$ cat src/verilog/mrdma_ig_pkg.sv
// shared widths, types and bus payloads for the mrdma ingress request generator
// addresses inside the block are 16-byte atom addresses; only the dma port carries bytes
package mrdma_ig_pkg;

  // ====================
  // widths
  // ====================
  // low address bits dropped, 16-byte atoms
  localparam int ATOM_SHIFT  = 4;
  localparam int DMA_ADDR_W  = 64;
  localparam int ELEM_ADDR_W = DMA_ADDR_W - ATOM_SHIFT;
  localparam int STRIDE_W    = 28;
  localparam int DIM_W       = 13;
  localparam int CHAN_BLK_W  = 10;
  localparam int REQ_SIZE_W  = 15;
  localparam int CQ_SIZE_W   = 13;
  localparam int STALL_W     = 32;

  // ====================
  // vector types
  // ====================
  typedef logic [DMA_ADDR_W-1:0]  dma_addr_t;
  typedef logic [ELEM_ADDR_W-1:0] elem_addr_t;
  // strides in atoms
  typedef logic [STRIDE_W-1:0]    stride_t;
  // cube dims, count minus one
  typedef logic [DIM_W-1:0]       dim_t;
  typedef logic [CHAN_BLK_W-1:0]  chan_blk_t;
  // size in atoms minus one
  typedef logic [REQ_SIZE_W-1:0]  req_size_t;
  typedef logic [STALL_W-1:0]     stall_cnt_t;

  // input data precision, encoding as in the register file
  typedef enum logic [1:0] {
    PREC_INT8  = 2'd0,
    PREC_INT16 = 2'd1,
    PREC_FP16  = 2'd2
  } precision_e;

  // ====================
  // structs
  // ====================
  // per-operation config, static while the op runs
  typedef struct packed {
    elem_addr_t base_addr;
    stride_t    line_stride;
    stride_t    surf_stride;
    dim_t       width;
    dim_t       height;
    dim_t       channel;
    precision_e in_precision;
    logic       perf_dma_en;
  } mrdma_cfg_t;

  // dma read request, size on top, byte address below
  typedef struct packed {
    req_size_t size;
    dma_addr_t addr;
  } dma_rd_req_t;

  // context queue entry
  typedef struct packed {
    logic                 cube_end;
    logic [CQ_SIZE_W-1:0] size;
  } ig2cq_t;

endpackage

$ cat src/verilog/mrdma_cube_walker.sv
// walks lines, then channel surfaces, of one cube; one request per line
// no batch walking, every accepted request ends a line
`timescale 1ns/1ps

module mrdma_cube_walker import mrdma_ig_pkg::*; (
  input  logic       nvdla_core_clk,
  input  logic       nvdla_core_rstn,
  input  mrdma_cfg_t cfg,
  input  logic       cmd_accept,
  output logic       surf_end,
  output logic       cube_end,
  output req_size_t  req_size
);

  logic      mode_1x1_pack;
  chan_blk_t size_of_surf;
  dim_t      count_h;
  chan_blk_t count_c;
  logic      is_last_h;
  logic      is_last_c;

  // ====================
  // config decode
  // ====================
  // width and height both one => whole cube in a single request
  assign mode_1x1_pack = (cfg.width == '0) && (cfg.height == '0);

  // channel blocks minus one
  // int8 packs 16 channels per atom and the rest 8
  always_comb begin
    case (cfg.in_precision)
      PREC_INT8: size_of_surf = {1'b0, cfg.channel[DIM_W-1:4]};
      default:   size_of_surf = cfg.channel[DIM_W-1:3];
    endcase
  end

  // ====================
  // cube shape
  // ====================
  assign is_last_h = (count_h == cfg.height);
  assign is_last_c = (count_c == size_of_surf);
  assign surf_end  = mode_1x1_pack || is_last_h;
  assign cube_end  = surf_end && (mode_1x1_pack || is_last_c);

  // line counter returns to zero at each surface end
  always_ff @(posedge nvdla_core_clk or negedge nvdla_core_rstn) begin
    if (!nvdla_core_rstn) begin
      count_h <= '0;
    end else if (cmd_accept) begin
      if (surf_end) begin
        count_h <= '0;
      end else begin
        count_h <= count_h + dim_t'(1);
      end
    end
  end

  // channel block counter steps once per surface
  always_ff @(posedge nvdla_core_clk or negedge nvdla_core_rstn) begin
    if (!nvdla_core_rstn) begin
      count_c <= '0;
    end else if (cmd_accept) begin
      if (cube_end) begin
        count_c <= '0;
      end else if (surf_end) begin
        count_c <= count_c + chan_blk_t'(1);
      end
    end
  end

  // ====================
  // request size
  // ====================
  // 1x1 pack reads all channel blocks at once and otherwise one full line
  assign req_size = mode_1x1_pack ? req_size_t'(size_of_surf) : req_size_t'(cfg.width);

endmodule

$ cat src/verilog/mrdma_addr_gen.sv
// line and surface base address tracking, all in atoms
// address wrap past 60 bits is not detected
`timescale 1ns/1ps

module mrdma_addr_gen import mrdma_ig_pkg::*; (
  input  logic       nvdla_core_clk,
  input  logic       nvdla_core_rstn,
  input  logic       op_load,
  input  logic       cmd_accept,
  input  logic       surf_end,
  input  mrdma_cfg_t cfg,
  output elem_addr_t req_addr
);

  elem_addr_t base_addr_line;
  elem_addr_t base_addr_surf;
  elem_addr_t next_surf_addr;
  elem_addr_t next_line_addr;
  logic       load_cfg;

  // ====================
  // next addresses
  // ====================
  // strides zero-extended to the atom address width
  assign next_surf_addr = base_addr_surf + elem_addr_t'(cfg.surf_stride);
  assign next_line_addr = base_addr_line + elem_addr_t'(cfg.line_stride);

  // load wins over a same-cycle accept
  assign load_cfg = op_load;

  // ====================
  // base registers
  // ====================
  // line base holds the start of the line being requested
  always_ff @(posedge nvdla_core_clk or negedge nvdla_core_rstn) begin
    if (!nvdla_core_rstn) begin
      base_addr_line <= '0;
    end else if (load_cfg) begin
      base_addr_line <= cfg.base_addr;
    end else if (cmd_accept) begin
      if (surf_end) begin
        // first line of the next surface
        base_addr_line <= next_surf_addr;
      end else begin
        base_addr_line <= next_line_addr;
      end
    end
  end

  // surface base holds the start of the current surface
  always_ff @(posedge nvdla_core_clk or negedge nvdla_core_rstn) begin
    if (!nvdla_core_rstn) begin
      base_addr_surf <= '0;
    end else if (load_cfg) begin
      base_addr_surf <= cfg.base_addr;
    end else if (cmd_accept && surf_end) begin
      base_addr_surf <= next_surf_addr;
    end
  end

  // request goes out at the line base
  assign req_addr = base_addr_line;

endmodule

$ cat src/verilog/mrdma_req_issue.sv
// issues the dma read and the matching context queue entry as one transfer
// each valid waits on the other side's ready, so both accept in the same cycle
`timescale 1ns/1ps

module mrdma_req_issue import mrdma_ig_pkg::*; (
  input  logic        nvdla_core_clk,
  input  logic        nvdla_core_rstn,
  input  logic        op_load,
  input  elem_addr_t  req_addr,
  input  req_size_t   req_size,
  input  logic        cube_end,
  output logic        dma_rd_req_vld,
  input  logic        dma_rd_req_rdy,
  output dma_rd_req_t dma_rd_req_pd,
  output logic        ig2cq_pvld,
  input  logic        ig2cq_prdy,
  output ig2cq_t      ig2cq_pd,
  output logic        cmd_accept
);

  typedef enum logic {
    ST_IDLE   = 1'b0,
    ST_ACTIVE = 1'b1
  } issue_state_e;

  issue_state_e state;
  issue_state_e state_nxt;
  logic         op_active;
  logic         cmd_done;

  // ====================
  // op state
  // ====================
  // last request of the cube accepted
  assign cmd_done = cmd_accept && cube_end;

  always_comb begin
    state_nxt = state;
    if (op_load) begin
      state_nxt = ST_ACTIVE;
    end else if (cmd_done) begin
      state_nxt = ST_IDLE;
    end
  end

  always_ff @(posedge nvdla_core_clk or negedge nvdla_core_rstn) begin
    if (!nvdla_core_rstn) begin
      state <= ST_IDLE;
    end else begin
      state <= state_nxt;
    end
  end

  assign op_active = (state == ST_ACTIVE);

  // ====================
  // paired handshake
  // ====================
  // dma valid held back until cq can take the entry
  assign dma_rd_req_vld = op_active && ig2cq_prdy;
  // and the other way round
  assign ig2cq_pvld = op_active && dma_rd_req_rdy;

  // equal to the cq side accept by construction
  assign cmd_accept = dma_rd_req_vld && dma_rd_req_rdy;

  // ====================
  // payload packing
  // ====================
  // atom address back to bytes
  assign dma_rd_req_pd.addr = dma_addr_t'(req_addr) << ATOM_SHIFT;
  assign dma_rd_req_pd.size = req_size;

  // cq keeps only the low size bits
  assign ig2cq_pd.cube_end = cube_end;
  assign ig2cq_pd.size     = req_size[CQ_SIZE_W-1:0];

endmodule

$ cat src/verilog/mrdma_stall_cnt.sv
// counts cycles where the dma port holds off a valid request
// enabled per op from perf_dma_en at load; wraps at 32 bits, no decrement
`timescale 1ns/1ps

module mrdma_stall_cnt import mrdma_ig_pkg::*; (
  input  logic       nvdla_core_clk,
  input  logic       nvdla_core_rstn,
  input  logic       op_load,
  input  logic       perf_dma_en,
  input  logic       dma_rd_req_vld,
  input  logic       dma_rd_req_rdy,
  output stall_cnt_t stall_cnt
);

  logic       cnt_en;
  logic       stall_inc;
  stall_cnt_t cnt_cur;

  // valid up, port not ready
  assign stall_inc = dma_rd_req_vld && !dma_rd_req_rdy;

  // enable sampled once per op
  always_ff @(posedge nvdla_core_clk or negedge nvdla_core_rstn) begin
    if (!nvdla_core_rstn) begin
      cnt_en <= 1'b0;
    end else if (op_load) begin
      cnt_en <= perf_dma_en;
    end
  end

  // clear only when the new op counts, so a disabled op keeps the old value
  always_ff @(posedge nvdla_core_clk or negedge nvdla_core_rstn) begin
    if (!nvdla_core_rstn) begin
      cnt_cur <= '0;
    end else if (op_load) begin
      if (perf_dma_en) begin
        cnt_cur <= '0;
      end
    end else if (cnt_en && stall_inc) begin
      cnt_cur <= cnt_cur + stall_cnt_t'(1);
    end
  end

  assign stall_cnt = cnt_cur;

endmodule

$ cat src/verilog/mrdma_ig.sv
// mrdma ingress request generator, one dma read per line of the feature cube
// cfg must stay stable from op_load until the cube_end request is accepted
// next op_load only while idle
`timescale 1ns/1ps

module mrdma_ig import mrdma_ig_pkg::*; (
  input  logic        nvdla_core_clk,
  input  logic        nvdla_core_rstn,
  input  logic        op_load,
  input  mrdma_cfg_t  cfg,
  // dma read request port
  output dma_rd_req_t dma_rd_req_pd,
  output logic        dma_rd_req_vld,
  input  logic        dma_rd_req_rdy,
  // context queue port
  output ig2cq_t      ig2cq_pd,
  output logic        ig2cq_pvld,
  input  logic        ig2cq_prdy,
  // perf counter
  output stall_cnt_t  dp2reg_mrdma_stall
);

  logic       cmd_accept;
  logic       surf_end;
  logic       cube_end;
  req_size_t  req_size;
  elem_addr_t req_addr;

  // ====================
  // request fields
  // ====================
  // position in the cube and the size of the current request
  mrdma_cube_walker u_cube_walker (
    .nvdla_core_clk  (nvdla_core_clk),
    .nvdla_core_rstn (nvdla_core_rstn),
    .cfg             (cfg),
    .cmd_accept      (cmd_accept),
    .surf_end        (surf_end),
    .cube_end        (cube_end),
    .req_size        (req_size)
  );

  // atom address of the current request
  mrdma_addr_gen u_addr_gen (
    .nvdla_core_clk  (nvdla_core_clk),
    .nvdla_core_rstn (nvdla_core_rstn),
    .op_load         (op_load),
    .cmd_accept      (cmd_accept),
    .surf_end        (surf_end),
    .cfg             (cfg),
    .req_addr        (req_addr)
  );

  // ====================
  // issue
  // ====================
  mrdma_req_issue u_req_issue (
    .nvdla_core_clk  (nvdla_core_clk),
    .nvdla_core_rstn (nvdla_core_rstn),
    .op_load         (op_load),
    .req_addr        (req_addr),
    .req_size        (req_size),
    .cube_end        (cube_end),
    .dma_rd_req_vld  (dma_rd_req_vld),
    .dma_rd_req_rdy  (dma_rd_req_rdy),
    .dma_rd_req_pd   (dma_rd_req_pd),
    .ig2cq_pvld      (ig2cq_pvld),
    .ig2cq_prdy      (ig2cq_prdy),
    .ig2cq_pd        (ig2cq_pd),
    .cmd_accept      (cmd_accept)
  );

  // ====================
  // perf
  // ====================
  mrdma_stall_cnt u_stall_cnt (
    .nvdla_core_clk  (nvdla_core_clk),
    .nvdla_core_rstn (nvdla_core_rstn),
    .op_load         (op_load),
    .perf_dma_en     (cfg.perf_dma_en),
    .dma_rd_req_vld  (dma_rd_req_vld),
    .dma_rd_req_rdy  (dma_rd_req_rdy),
    .stall_cnt       (dp2reg_mrdma_stall)
  );

endmodule

$ cat config.mk
export PLATFORM = sky130hd
export DESIGN_NAME = mrdma_ig
export DESIGN_NICKNAME = d
export VERILOG_FILES = /design/src/verilog/mrdma_ig_pkg.sv /design/src/verilog/mrdma_cube_walker.sv /design/src/verilog/mrdma_addr_gen.sv /design/src/verilog/mrdma_req_issue.sv /design/src/verilog/mrdma_stall_cnt.sv /design/src/verilog/mrdma_ig.sv
export SDC_FILE = /design/constraint.sdc
export NUM_CORES = 1
export LEC_CHECK = 0
export BUFFER_PORTS_ARGS = -buffer_cell sky130_fd_sc_hd__buf_4
export CAP_MARGIN = 5
export CORE_MARGIN = 5
export CORE_UTILIZATION = 40
export DETAILED_ROUTE_END_ITERATION = 16
export PLACE_DENSITY = 0.62
export RECOVER_POWER = 50
export SETUP_SLACK_MARGIN = 0.4
export SKIP_CTS_REPAIR_TIMING = 1
export SLEW_MARGIN = 25
export SYNTH_ARGS = -nofsm -noshare
export SYNTH_HDL_FRONTEND = slang
export SYNTH_SLANG_ARGS = --single-unit
$ cat constraint.sdc
create_clock -name nvdla_core_clk -period 3 [get_ports nvdla_core_clk]
set_input_delay 0.6 -clock nvdla_core_clk [delete_from_list [all_inputs] [get_ports nvdla_core_clk]]
set_output_delay 0.6 -clock nvdla_core_clk [all_outputs]
set_load 0.02 [all_outputs]
==> results.cfg <==
[critical_path]
path_cells = ha_4, inv_2, fa_2, nor2b_2, o211ai_1, a211oi_2, o21a_1, o31ai_4, a21o_2, buf_12, nor2_1, xor2_1, a221o_1
end_kind = register
reg2reg_slack_ns = -0.22
crit_buf_inv = 2
arrival_ns = 3.57
cp_slowest_cell = o31ai_4
critPathKind = reg2reg
worstPathRequired_ns = 3.35
cpLargestDelayFamily = compound AO/OA/AOI/OAI gates
crit_fanout = 7
critical_path.startpoint_type = register
slowest_delay_ns = 0.49

[finish]
syn2layout_area_growth_pct = 51.5
fin_nets = 2394
layout-drive-gt1-share = 0.390
ff_latch_area_mm2 = 0.00444
multi_input_area_mm2 = 0.0105
final_cell_count_no_fill = 2630
fin_area_mm2 = 0.0208
fill_cells = 2937
antennaDiodeCount = 0
fin_util = 0.617

[power]
p_int_uw = 5730
p_switching_uw = 3520
peakVddDrop_mv = 0.462
power_density_mw_per_mm2 = 445
total_power_uw = 9250
power_frac_seq = 0.315
leakage_uw = 0.00914
clockPowerShare = 0.247
p_sw_frac = 0.380
power.share.combinational = 0.438

[timing]
fmax_mhz = 311
timing.final.crit_share = 1.07
rsz0062_at_grt = true
setup_viol_count_final = 30
drv_slew = 0
hold_viol_final = 0
skew_ns = 0.0186
min_period_ns = 3.22
maxSlewHeadroom = 0.0256
fin_ws_ns = -0.217
worst_pin_slew_ns = 1.46

[detailed_routing]
met2WireLength_um = 26000
drc_errors = 0
ant_nets = 0
wl_met1_um = 23800
drt_wl_total_um = 55300
via_per_inst = 5.72
highest_layer = met4
firstDrtPassIters = 5
route.met3.wl_um = 4020
drt_iter0_drc = 1126
num_vias = 15000
wl_per_cell_um = 21.0

[logic_synthesis]
synth_ff_type = dfrtp_1
netlist_instances = 1665
avgSynthCellArea_um2 = 8.25
synth_top_cell_area_share = 0.322
synth-async-reset-ratio = 1.00
synth_area_mm2 = 0.0137
ys_ff_latch = 177
yosysMostFrequentCell = nand2_1
yosys_warnings = 0
yosysSeqAreaShare = 0.322
synthTopCellsByCount = nand2_1 (192), dfrtp_1 (177), nor2_1 (147)
synth_top_area_cell = dfrtp_1
synth_edf_count = 0
ys_types = 91
synth_area_leaders = dfrtp_1 (32%), xor2_1 (5.9%), ha_1 (5.4%)

[outcome]
status = finished, violations left
violations = setup timing

[place]
place_hpwl_um = 41700
dp.cells = 2555
postPlaceCellArea_mm2 = 0.0187
pre_cts_ws_ns = -0.505
port_buffers = 280
gp_congestion = 1.01

[floorplan]
start_util = 0.408
core_area_mm2 = 0.0337
dieArea_mm2 = 0.0381
die_y_um = 195
fp.dieW_um = 195
io_pins = 290
rows = 67

[cts]
cts_buffers = 17
tritoncts = done
cts-root-buf = clkbuf_16
clk_pin_slew_ns = 0.08
clock_sinks = 177
clockBufferDepth = 2
h-tree-depth = 4
clkLatencyLatePin_ns = 0.46

[min_path]
hold_path_class = in2reg

[global_routing]
grt_antenna_before_repair = 0
overflow = 0
grtUsageTotal = 0.272
grt_max_degree = 115
grt_pass1_vias = 14700
grt_pass1_wl_um = 83500

[run]
cap_violations = 0
final cells by class:
cell class	count	area share
clock inverters	12	0.00595
clock buffers	19	0.0213
multi-input cells	1356	0.504
inverters	35	0.00632
repair buffers	583	0.222
flip-flops and latches	177	0.213
well taps	448	0.0269
worst reg2reg max path, stage by stage (launching register included):
cell and delay, ns:
dfrtp_1 0.41, ha_4 0.17, inv_2 0.05, fa_2 0.21, nor2b_2 0.05, o211ai_1 0.34
a211oi_2 0.18, o21a_1 0.26, o31ai_4 0.49, a21o_2 0.31, buf_12 0.15, nor2_1 0.05
xor2_1 0.14, a221o_1 0.29
registers in the layout (all words and copies together), names as in the netlist:
name	cells
u_cube_walker.count_c	10
u_addr_gen.base_addr_surf	60
u_stall_cnt.cnt_en	1
u_cube_walker.count_h	13
u_addr_gen.req_addr	60
u_stall_cnt.stall_cnt	32
u_req_issue.op_active	1
kinds of logic (layout without fill, tap and decap cells):
family / count (synthesis) / count (layout) / synth area share
flip-flops: 177 / 177 / 0.322
other: 1 / 6 / 0.000273
multiplexers: 38 / 38 / 0.0284
AO/OA/AOI/OAI: 468 / 468 / 0.223
buffers and inverters: 137 / 649 / 0.0464
XOR/XNOR: 169 / 169 / 0.108
AND/OR/NAND/NOR: 614 / 614 / 0.215
adder cells (fa/ha/maj): 61 / 61 / 0.0567
power groups by stage:
| stage | logic (uW) | registers (uW) | clock network [uW] |
|---|---|---|---|
| floorplan | 1850 | 2980 | 0 |
| global placement | 3380 | 2930 | 0 |
| detailed placement | 3420 | 2940 | 0 |
| CTS | 3440 | 2890 | 2330 |
| global route | 4360 | 2940 | 2410 |
| finish | 4050 | 2920 | 2290 |
path summary, 6_finish.rpt:
check                                        startpoint  depth (start not counted)                      endpoint
max in group asynchronous               nvdla_core_rstn                          2       u_addr_gen.req_addr[10]
hold / removal                                  cfg[99]                          2        u_addr_gen.req_addr[1]
setup reg to reg           u_addr_gen.base_addr_surf[0]                         13       u_addr_gen.req_addr[32]
min in group asynchronous               nvdla_core_rstn                          1      u_cube_walker.count_h[3]
setup / recovery           u_addr_gen.base_addr_surf[0]                         13       u_addr_gen.req_addr[32]
hold reg to reg            u_addr_gen.base_addr_surf[6]                          1  u_addr_gen.base_addr_surf[6]
routing by layer:
layer  vias to the layer above  global-route usage
li1                       7040                   -
met1                      7289               0.371
met2                       618               0.438
met3                        85              0.0577
met4                         0              0.0765
met5                         -                   0
per-stage QoR:
stage / setup TNS [ns] / hold WS [ns]
3_3_place_gp: -18.02 / 0.481
5_1_grt: -6.73 / 0.342
2_1_floorplan: -1.47 / 0.304
4_1_cts: -3.15 / 0.0938
3_5_place_dp: -19.98 / 0.485
6_report: -3.30 / 0.354
layout by cell type (no fill, tap or decap), types with 23 or more instances in the layout:
cell and count:
o21ai_1 38, ha_1 33, xnor2_1 62, nand4_1 43
nand2_1 181, a21oi_2 24, mux2i_1 29, buf_6 52
a21oi_1 85, inv_1 32, ha_4 24, xor2_1 86
clkbuf_1 34, o21ai_0 79, buf_4 479, nor2_1 127
nand3_1 52, o211ai_1 23, dfrtp_1 169, and3_1 28
a21o_1 27
No activity file was read; power rests on OpenSTA's default activity.
